===== config.mk =====
export PLATFORM = sky130hd
export DESIGN_NAME = cpuCore
export DESIGN_NICKNAME = d
export VERILOG_FILES = /design/src/source/cpuCtrlPkg.sv /design/src/source/cpuIsaPkg.sv /design/src/source/cpuCore.sv /design/src/source/controlSequencer.sv /design/src/source/busDatapath.sv /design/src/source/programCounter.sv /design/src/source/registerBank.sv /design/src/source/aluUnit.sv
export VERILOG_INCLUDE_DIRS = /design/src /design/src/source
export SDC_FILE = /design/constraint.sdc
export NUM_CORES = 1
export LEC_CHECK = 0
export CAP_MARGIN = 20
export CORE_MARGIN = 5
export CORE_UTILIZATION = 65
export CTS_CLUSTER_DIAMETER = 120
export DETAILED_ROUTE_END_ITERATION = 8
export DONT_BUFFER_PORTS = 1
export PLACE_DENSITY = 0.81
export SKIP_LAST_GASP = 1
export SYNTH_ARGS = -nofsm -noshare
export SYNTH_HDL_FRONTEND = slang
export SYNTH_SLANG_ARGS = --single-unit

===== constraint.sdc =====
create_clock -name clk -period 13.1 [get_ports clk]
set_input_delay 3.93 -clock clk [delete_from_list [all_inputs] [get_ports clk]]
set_output_delay 3.93 -clock clk [all_outputs]
set_load 0.02 [all_outputs]

===== src/source/cpu_config.svh =====
`ifndef CPU_CONFIG_SVH
`define CPU_CONFIG_SVH

////////////////////////////////////////
// Core sizing
////////////////////////////////////////

// Data and address width
`define CPU_WORD_WIDTH 16

// General purpose registers
`define CPU_REG_COUNT 8

////////////////////////////////////////
// Program counter
////////////////////////////////////////

`define CPU_PC_STEP 2     // Bytes per instruction word
`define CPU_RESET_PC 0    // First fetch address

`endif

===== src/source/cpuCtrlPkg.sv =====
`default_nettype none

package cpuCtrlPkg;

	// Driver of the internal bus
	typedef enum logic [2:0] {
		BUS_NONE, BUS_PC, BUS_MDR, BUS_SAVE, BUS_REG, BUS_ZERO
	} busSrc_t;

	typedef enum logic [4:0] {
		S_IDLE, S_FETCH, S_IWAIT, S_DECODE,
		S_OPFETCH, S_OPWAIT,
		S_MOVE, S_REGWR,
		S_REGY, S_LDY, S_EXEC, S_WB,
		S_ADDR, S_MAR, S_STDATA, S_STWAIT,
		S_BRANCH, S_HALT
	} seqState_t;

endpackage

`default_nettype wire


===== src/source/cpuIsaPkg.sv =====
`default_nettype none

`include "cpu_config.svh"

package cpuIsaPkg;

	typedef logic [`CPU_WORD_WIDTH-1:0] word_t;
	typedef logic [2:0] regIdx_t;

	typedef enum logic [1:0] {
		CLS_LDST = 2'b00, CLS_ALU = 2'b01, CLS_BRANCH = 2'b10, CLS_CTRL = 2'b11
	} instrClass_t;

	typedef enum logic [2:0] {
		ALU_ADD = 3'b000, ALU_SUB = 3'b001, ALU_CMP = 3'b010, ALU_NEG = 3'b011,
		ALU_AND = 3'b100, ALU_OR = 3'b101,
		ALU_ADDR = 3'b110   // Internal address add, flags untouched
	} aluOp_t;

	typedef enum logic [2:0] {
		COND_ZERO = 3'b000, COND_CARRY = 3'b001, COND_OVERFLOW = 3'b010,
		COND_SIGN = 3'b011, COND_ALWAYS = 3'b100
	} cond_t;

	// Instruction fields
	localparam int CLASS_LSB = 14;
	localparam int SUB_LSB = 11;
	localparam int INV_BIT = 10;   // Branch condition inversion
	localparam int R1_LSB = 8;
	localparam int MODE_LSB = 6;
	localparam int R2_LSB = 3;

	localparam logic [2:0] SUB_MOVE = 3'b000;
	localparam logic [2:0] SUB_STORE = 3'b001;
	localparam logic [2:0] SUB_HALT = 3'b111;
	localparam logic [1:0] MODE_IMM = 2'b00;
	localparam logic [1:0] MODE_REG = 2'b01;

endpackage

`default_nettype wire


===== src/source/cpuCore.sv =====
`timescale 1ns/1ps
`default_nettype none

`include "cpu_config.svh"

module cpuCore (
	input  logic clk,
	input  logic rst,
	output cpuIsaPkg::word_t memAddr,
	output logic memRead,
	output logic memWrite,
	output cpuIsaPkg::word_t memWData,
	input  cpuIsaPkg::word_t memRData,
	input  logic memReady,
	output logic halted
);
	import cpuIsaPkg::*;
	import cpuCtrlPkg::*;

	busSrc_t busSrc;
	logic ldMar, ldMdr, ldIr, ldY, ldSave, ldPc, branchTaken;
	regIdx_t regSel;
	logic regWrite;
	aluOp_t aluOp;
	word_t instr, busOut, yValue, regData, pc, aluResult;
	logic zero, carry, overflow, sign;

	controlSequencer i_controlSequencer (
		.clk(clk), .rst(rst), .instr(instr),
		.zero(zero), .carry(carry), .overflow(overflow), .sign(sign),
		.memReady(memReady), .busSrc(busSrc),
		.ldMar(ldMar), .ldMdr(ldMdr), .ldIr(ldIr), .ldY(ldY),
		.ldSave(ldSave), .ldPc(ldPc), .branchTaken(branchTaken),
		.regSel(regSel), .regWrite(regWrite), .aluOp(aluOp),
		.memRead(memRead), .memWrite(memWrite), .halted(halted)
	);

	busDatapath i_busDatapath (
		.clk(clk), .rst(rst), .busSrc(busSrc),
		.ldMar(ldMar), .ldMdr(ldMdr), .ldIr(ldIr), .ldY(ldY), .ldSave(ldSave),
		.memRData(memRData), .regData(regData), .pc(pc), .aluResult(aluResult),
		.instr(instr), .busOut(busOut), .yValue(yValue),
		.memAddr(memAddr), .memWData(memWData)
	);

	registerBank i_registerBank (
		.clk(clk), .rst(rst), .regSel(regSel), .regWrite(regWrite),
		.writeData(busOut), .readData(regData)
	);

	// ALU takes r1 from the bus and the operand from Y
	aluUnit i_aluUnit (
		.clk(clk), .rst(rst), .x(busOut), .y(yValue), .aluOp(aluOp),
		.ldSave(ldSave), .result(aluResult),
		.zero(zero), .carry(carry), .overflow(overflow), .sign(sign)
	);

	programCounter i_programCounter (
		.clk(clk), .rst(rst), .ldPc(ldPc), .branchTaken(branchTaken),
		.offset(memWData), .pc(pc)   // Branch offset sits in MDR
	);

endmodule

`default_nettype wire


===== src/source/controlSequencer.sv =====
`timescale 1ns/1ps
`default_nettype none

`include "cpu_config.svh"

module controlSequencer (
	input  logic clk,
	input  logic rst,
	input  cpuIsaPkg::word_t instr,
	input  logic zero,
	input  logic carry,
	input  logic overflow,
	input  logic sign,
	input  logic memReady,
	output cpuCtrlPkg::busSrc_t busSrc,
	output logic ldMar,
	output logic ldMdr,
	output logic ldIr,
	output logic ldY,
	output logic ldSave,
	output logic ldPc,
	output logic branchTaken,
	output cpuIsaPkg::regIdx_t regSel,
	output logic regWrite,
	output cpuIsaPkg::aluOp_t aluOp,
	output logic memRead,
	output logic memWrite,
	output logic halted
);
	import cpuIsaPkg::*;
	import cpuCtrlPkg::*;

	seqState_t state, nextState;
	instrClass_t iClass;
	logic [2:0] subOp;
	logic [1:0] mode;
	regIdx_t r1, r2;
	logic isLoadImm, isMove, isStore, isAluImm, isAluReg, isBranch, isHalt;
	logic condFlag, condMet;

	////////////////////////////////////////
	// Decode
	////////////////////////////////////////

	assign iClass = instrClass_t'(instr[CLASS_LSB +: 2]);
	assign subOp = instr[SUB_LSB +: 3];
	assign mode = instr[MODE_LSB +: 2];
	assign r1 = instr[R1_LSB +: 3];
	assign r2 = instr[R2_LSB +: 3];

	assign isLoadImm = (iClass == CLS_LDST) && (subOp == SUB_MOVE) && (mode == MODE_IMM);
	assign isMove = (iClass == CLS_LDST) && (subOp == SUB_MOVE) && (mode == MODE_REG);
	assign isStore = (iClass == CLS_LDST) && (subOp == SUB_STORE) && (mode == MODE_IMM);
	assign isAluImm = (iClass == CLS_ALU) && (mode == MODE_IMM);
	assign isAluReg = (iClass == CLS_ALU) && (mode == MODE_REG);
	assign isBranch = (iClass == CLS_BRANCH);
	assign isHalt = (iClass == CLS_CTRL) && (subOp == SUB_HALT);

	always_comb
	begin
		case (cond_t'(subOp))
			COND_ZERO: condFlag = zero;
			COND_CARRY: condFlag = carry;
			COND_OVERFLOW: condFlag = overflow;
			COND_SIGN: condFlag = sign;
			COND_ALWAYS: condFlag = 1'b1;
			default: condFlag = 1'b0;
		endcase
	end

	assign condMet = condFlag ^ instr[INV_BIT];

	////////////////////////////////////////
	// State machine
	////////////////////////////////////////

	always_ff @(posedge clk or posedge rst)
	begin
		if (rst)
			state <= S_IDLE;
		else
			state <= nextState;
	end

	always_comb
	begin
		nextState = state;
		busSrc = BUS_NONE;   // MDR takes memory data
		ldMar = 1'b0;
		ldMdr = 1'b0;
		ldIr = 1'b0;
		ldY = 1'b0;
		ldSave = 1'b0;
		ldPc = 1'b0;
		branchTaken = 1'b0;
		regSel = r1;
		regWrite = 1'b0;
		aluOp = ALU_ADD;
		memRead = 1'b0;
		memWrite = 1'b0;
		halted = 1'b0;
		case (state)
			S_IDLE: nextState = S_FETCH;
			S_FETCH:
			begin
				busSrc = BUS_PC;
				ldMar = 1'b1;
				nextState = S_IWAIT;
			end
			S_IWAIT:
			begin
				memRead = 1'b1;
				if (memReady)
				begin
					ldIr = 1'b1;
					ldPc = 1'b1;
					nextState = S_DECODE;
				end
			end
			S_DECODE:
			begin
				if (isLoadImm || isStore || isAluImm || isBranch)
					nextState = S_OPFETCH;
				else if (isMove)
					nextState = S_MOVE;
				else if (isAluReg)
					nextState = S_REGY;
				else if (isHalt)
					nextState = S_HALT;
				else
					nextState = S_FETCH;   // Unused encodings do nothing
			end
			S_OPFETCH:
			begin
				busSrc = BUS_PC;
				ldMar = 1'b1;
				nextState = S_OPWAIT;
			end
			S_OPWAIT:
			begin
				memRead = 1'b1;
				if (memReady)
				begin
					ldMdr = 1'b1;
					ldPc = !isBranch;   // Branch steps in S_BRANCH
					if (isBranch)
						nextState = S_BRANCH;
					else if (isLoadImm)
						nextState = S_REGWR;
					else
						nextState = S_LDY;
				end
			end
			S_MOVE:
			begin
				busSrc = BUS_REG;
				regSel = r2;
				ldMdr = 1'b1;
				nextState = S_REGWR;
			end
			S_REGWR:
			begin
				busSrc = BUS_MDR;
				regWrite = 1'b1;
				nextState = S_FETCH;
			end
			S_REGY:
			begin
				busSrc = BUS_REG;
				regSel = r2;
				ldY = 1'b1;
				nextState = S_EXEC;
			end
			S_LDY:
			begin
				busSrc = BUS_MDR;
				ldY = 1'b1;
				nextState = isStore ? S_ADDR : S_EXEC;
			end
			S_EXEC:
			begin
				busSrc = BUS_REG;
				aluOp = aluOp_t'(subOp);
				ldSave = 1'b1;
				// Compare keeps r1
				nextState = (aluOp_t'(subOp) == ALU_CMP) ? S_FETCH : S_WB;
			end
			S_WB:
			begin
				busSrc = BUS_SAVE;
				regWrite = 1'b1;
				nextState = S_FETCH;
			end
			S_ADDR:
			begin
				busSrc = BUS_REG;   // Save <= Y + r1
				aluOp = ALU_ADDR;
				ldSave = 1'b1;
				nextState = S_MAR;
			end
			S_MAR:
			begin
				busSrc = BUS_SAVE;
				ldMar = 1'b1;
				nextState = S_STDATA;
			end
			S_STDATA:
			begin
				busSrc = BUS_REG;
				regSel = r2;
				ldMdr = 1'b1;
				nextState = S_STWAIT;
			end
			S_STWAIT:
			begin
				memWrite = 1'b1;
				if (memReady)
					nextState = S_FETCH;
			end
			S_BRANCH:
			begin
				ldPc = 1'b1;
				branchTaken = condMet;
				nextState = S_FETCH;
			end
			S_HALT: halted = 1'b1;   // Parked until reset
			default: nextState = S_IDLE;
		endcase
	end

endmodule

`default_nettype wire


===== src/source/busDatapath.sv =====
`timescale 1ns/1ps
`default_nettype none

`include "cpu_config.svh"

module busDatapath (
	input  logic clk,
	input  logic rst,
	input  cpuCtrlPkg::busSrc_t busSrc,
	input  logic ldMar,
	input  logic ldMdr,
	input  logic ldIr,
	input  logic ldY,
	input  logic ldSave,
	input  cpuIsaPkg::word_t memRData,
	input  cpuIsaPkg::word_t regData,
	input  cpuIsaPkg::word_t pc,
	input  cpuIsaPkg::word_t aluResult,
	output cpuIsaPkg::word_t instr,
	output cpuIsaPkg::word_t busOut,
	output cpuIsaPkg::word_t yValue,
	output cpuIsaPkg::word_t memAddr,
	output cpuIsaPkg::word_t memWData
);
	import cpuIsaPkg::*;
	import cpuCtrlPkg::*;

	word_t mar, ir, mdr, y, save;
	word_t mdrIn;

	always_comb
	begin
		case (busSrc)
			BUS_PC: busOut = pc;
			BUS_MDR: busOut = mdr;
			BUS_SAVE: busOut = save;
			BUS_REG: busOut = regData;
			default: busOut = '0;
		endcase
	end

	// Idle bus means a memory read is landing
	assign mdrIn = (busSrc == BUS_NONE) ? memRData : busOut;

	always_ff @(posedge clk or posedge rst)
	begin
		if (rst)
		begin
			mar <= '0;
			ir <= '0;
		end
		else
		begin
			if (ldMar)
				mar <= busOut;
			if (ldIr)
				ir <= memRData;
		end
	end

	always_ff @(posedge clk)
	begin
		if (ldMdr)
			mdr <= mdrIn;
		if (ldY)
			y <= busOut;
		if (ldSave)
			save <= aluResult;
	end

	assign instr = ir;
	assign yValue = y;
	assign memAddr = mar;
	assign memWData = mdr;

endmodule

`default_nettype wire


===== src/source/programCounter.sv =====
`timescale 1ns/1ps
`default_nettype none

`include "cpu_config.svh"

module programCounter (
	input  logic clk,
	input  logic rst,
	input  logic ldPc,
	input  logic branchTaken,
	input  cpuIsaPkg::word_t offset,
	output cpuIsaPkg::word_t pc
);
	import cpuIsaPkg::*;

	word_t nextPc;

	// Offset is relative to the address of the offset word
	assign nextPc = branchTaken ? pc + offset : pc + word_t'(`CPU_PC_STEP);

	always_ff @(posedge clk or posedge rst)
	begin
		if (rst)
			pc <= word_t'(`CPU_RESET_PC);
		else if (ldPc)
			pc <= nextPc;
	end

endmodule

`default_nettype wire


===== src/source/registerBank.sv =====
`timescale 1ns/1ps
`default_nettype none

`include "cpu_config.svh"

module registerBank (
	input  logic clk,
	input  logic rst,
	input  cpuIsaPkg::regIdx_t regSel,
	input  logic regWrite,
	input  cpuIsaPkg::word_t writeData,
	output cpuIsaPkg::word_t readData
);
	import cpuIsaPkg::*;

	word_t regs [`CPU_REG_COUNT];

	assign readData = regs[regSel];   // Async read

	always_ff @(posedge clk or posedge rst)
	begin
		if (rst)
		begin
			for (int i = 0; i < `CPU_REG_COUNT; i++)
				regs[i] <= '0;
		end
		else if (regWrite)
		begin
			regs[regSel] <= writeData;
		end
	end

endmodule

`default_nettype wire


===== src/source/aluUnit.sv =====
`timescale 1ns/1ps
`default_nettype none

`include "cpu_config.svh"

module aluUnit (
	input  logic clk,
	input  logic rst,
	input  cpuIsaPkg::word_t x,
	input  cpuIsaPkg::word_t y,
	input  cpuIsaPkg::aluOp_t aluOp,
	input  logic ldSave,
	output cpuIsaPkg::word_t result,
	output logic zero,
	output logic carry,
	output logic overflow,
	output logic sign
);
	import cpuIsaPkg::*;

	localparam int MSB = `CPU_WORD_WIDTH - 1;

	logic [`CPU_WORD_WIDTH:0] sum;
	word_t diff;
	logic addOvf, subOvf;

	assign sum = {1'b0, x} + {1'b0, y};
	assign diff = x - y;

	// Signed overflow, operands agree in sign and the result does not
	assign addOvf = (x[MSB] == y[MSB]) && (sum[MSB] != x[MSB]);
	assign subOvf = (x[MSB] != y[MSB]) && (diff[MSB] != x[MSB]);

	always_comb
	begin
		case (aluOp)
			ALU_ADD, ALU_ADDR: result = sum[MSB:0];
			ALU_SUB, ALU_CMP: result = diff;
			ALU_NEG: result = -x;
			ALU_AND: result = x & y;
			ALU_OR: result = x | y;
			default: result = '0;
		endcase
	end

	////////////////////////////////////////
	// Flags
	////////////////////////////////////////

	always_ff @(posedge clk or posedge rst)
	begin
		if (rst)
		begin
			zero <= 1'b0;
			carry <= 1'b0;
			overflow <= 1'b0;
			sign <= 1'b0;
		end
		else if (ldSave && aluOp != ALU_ADDR)
		begin
			zero <= (result == '0);
			sign <= result[MSB];
			if (aluOp == ALU_ADD)
			begin
				carry <= sum[`CPU_WORD_WIDTH];
				overflow <= addOvf;
			end
			else if (aluOp == ALU_SUB || aluOp == ALU_CMP)
				overflow <= subOvf;   // Carry kept
		end
	end

endmodule

`default_nettype wire


==> qor.txt <==
Data arrival, critical path: 7.08 ns
Post-synth top area cell: dfrtp_1
R2r setup slk: 6.45 ns
Rows: 53
Area Overhead vs Synth: 7.55%
Core footprint: 21000 µm²
# nets final: 1614
Die W: 156 µm
DRT antenna net count: 0
Via Count: 12259
Clock latency on the worst-skew pair: 0.53 ns
Endpoint required time on the critical path: 13.53 ns
Max-slew violation count: 0
Post-synthesis register bit count: 230
First-pass GRT wire length: 65.6 mm
Post-Route WL: 41.4 mm
Fin cells: 1822
Worst Clk Skew: 0.0147 ns
Clk sinks: 230
Vias in the first global route: 11617
Delay-heaviest family, CP: compound AO/OA/AOI/OAI gates
Max IR drop VDD: 0.208 mV
Synth warnings: 0
Fmax: 150 MHz
PwrDens: 278 nW/µm²
Setup crit end kind: register
Buf/Inv on CP: 1
Least-Margin Pin Slew: 1.11 ns
Synth cell types: 89
Synthesized Nets: 1661
Share of layout cells above drive strength 1: 8.92%
Total GRT Usage: 33.9%
Lkg Pwr: 6.59 nW
CP most frequent cell: a21oi_1
Post-cts sizing count: 0
Min-delay src: i_aluUnit.overflow
Initial Utilization: 66.0%
Initial antenna violation count: 0
Final HPWL DP: 28.9 mm
First drt pass iteration count: 8
Critical path type: reg -> reg
Most common library cells after synthesis: nor2_1, a21oi_1, dfrtp_1, nand2_1, o21ai_0
Clk slew on worst S/H paths: 0.07 ns
Post-CTS Setup Inserts: 0
DR WL/cell: 22.7 µm
# IOs: 54
Crit-path cells: or3b_1, nand3_2, and3_1, buf_4, nand3b_4, a41oi_2, ha_1, fa_1, o21bai_1, a21oi_1, o21ai_0, a21o_1, a21oi_1, a221o_1, a221oi_1, o311ai_0, or4_1, nor4_1, nand4_1, o41ai_2
Ant diodes: 0
Vias per Instance: 6.73
EDFF count, synth: 48
Hold Crit Class: reg -> reg
Synthesized cell area: 13900 µm²
GRT overflow: 0
Die area: 24400 µm²
Post-Place Cells: 1775
Post-DP Area: 14100 µm²
Status: complete, no violations
Tcrit/Tclk final: 50.8%
Area contributors post-synth: dfrtp_1, edfxtp_1, a21oi_1
Height of the die: 156 µm
Clock period minus worst slack: 6.65 ns
Final setup fails: 0
RR Startpoint: i_controlSequencer.state[3]
CTS tree: done
Post-route cell area: 14900 µm²
Placer Congestion: 0.981
Max-slew headroom: 26.0%
Final worst setup slack: 6.45 ns
H-tree Lvls: 1
Worst path slowest cell: dfrtp_1
Most frequent cell after synthesis: nor2_1
Final hold violation count: 0
Largest net degree at the start of global routing: 115
Buffers on Ports: 0
Ys flop type: dfrtp_1
Startpoint class of the critical path: register
Iteration-0 DRC Markers: 1448
Syn Inst Count: 1575
Crit Path Max Fanout: 28
Root buf cell: clkbuf_16
RSZ-0062 raised after global routing: false
Total power: 4.14 mW
DRC viols: 0
Cts bufs inserted: 25
Sequential area share after synthesis: 43.2%
Asr flop ratio synth: 79.1%
Setup crit start: i_controlSequencer.state[3]
Crit path largest cell delay: 0.86 ns
Hold buffers post-CTS: 0
Pre-CTS setup slack: 6.64 ns
Syn_area_per_cell: 8.81 µm²
Number of max-cap violations: 0
Top-area cell type share of the netlist area: 32.8%
Clk buf depth: 3
Post-Route Setup TNS: 0 ns
-- final cells by class --
class                   instances  area, µm²
flip-flops and latches        230       6000
clock inverters                13        105
inverters                      72        275
multi-input cells            1167       7200
fillers                      1599       6100
well taps                     275        344
repair buffers                 32        260
clock buffers                  33        738
-- routing by layer --
metal	share of wire (%)	wire length [µm]	track usage [%]	vias up
met2	44	18200	51.1	693
met4	4.4	1820	13.6	0
met1	41	16900	48.4	5864
li1	-	-	-	5600
met5	0	0	0	-
met3	11	4470	6.88	102
-- state kept, by name, indices dropped and copies added, names as in the netlist, 5 cells and up --
register                  count
i_busDatapath.memWData       16
i_busDatapath.instr          13
i_registerBank.regs         128
i_busDatapath.memAddr        16
i_busDatapath.save           16
i_controlSequencer.state      5
i_programCounter.pc          16
i_busDatapath.yValue         16
-- final timing paths --
check                                                to  depth (start not counted)
min in group asynchronous       i_registerBank.regs[89]                          1
worst max-delay path                     i_aluUnit.zero                         20
worst min-delay path                 i_aluUnit.overflow                          1
worst min register to register       i_aluUnit.overflow                          1
worst max register to register           i_aluUnit.zero                         20
max in group asynchronous       i_registerBank.regs[80]                          3
-- through the flow --
stage                     hold WS, ns  util [%]
final                           0.514      71.0
after global routing            0.534      71.0
after CTS                       0.516      70.9
after detailed placement        0.502      66.8
after global placement          0.494      66.8
after floorplan                 0.442         -
-- worst reg2reg max path, delay by kind of cell (launching register included) --
kind                       cells  cell delay (ns)
DFF                            1             0.86
buffers and inverters          1             0.32
and+or+nand+nor                7             2.09
AOI/OAI and AO/OA             10             2.40
adders and majority gates      2             0.89
-- placed cells by master (no fill, tap or decap), drive strengths merged, types with 11 or more instances in the layout --
master,n
a211oi,18
a21oi,227
a221oi,12
a222oi,16
and3,18
buf,32
clkbuf,33
dfrtp,182
edfxtp,48
ha,64
inv,76
mux2,19
mux2i,12
nand2,99
nand2b,13
nand3,37
nand4,11
nor2,246
nor2b,14
nor3,27
o21ai,99
o21bai,11
o221ai,15
o22ai,25
o31a,13
xnor2,21
-- logic make-up after synthesis --
group | count (synthesis) | synth area share (%)
flip-flops | 230 | 43.2
buffers and inverters | 178 | 5.25
multiplexers | 31 | 2.41
adder cells (fa/ha/maj) | 67 | 6.20
XOR/XNOR | 26 | 1.64
AND/OR/NAND/NOR | 512 | 17.0
AO/OA/AOI/OAI | 531 | 24.3
-- power by group --
group          switching (mW)  internal, mW  total, mW  leakage, nW
combinational            1.37         0.791       2.16         3.36
clock                   0.298         0.418      0.716        0.416
sequential              0.272         0.996       1.27         2.82
(Power assumes the default switching activity.)
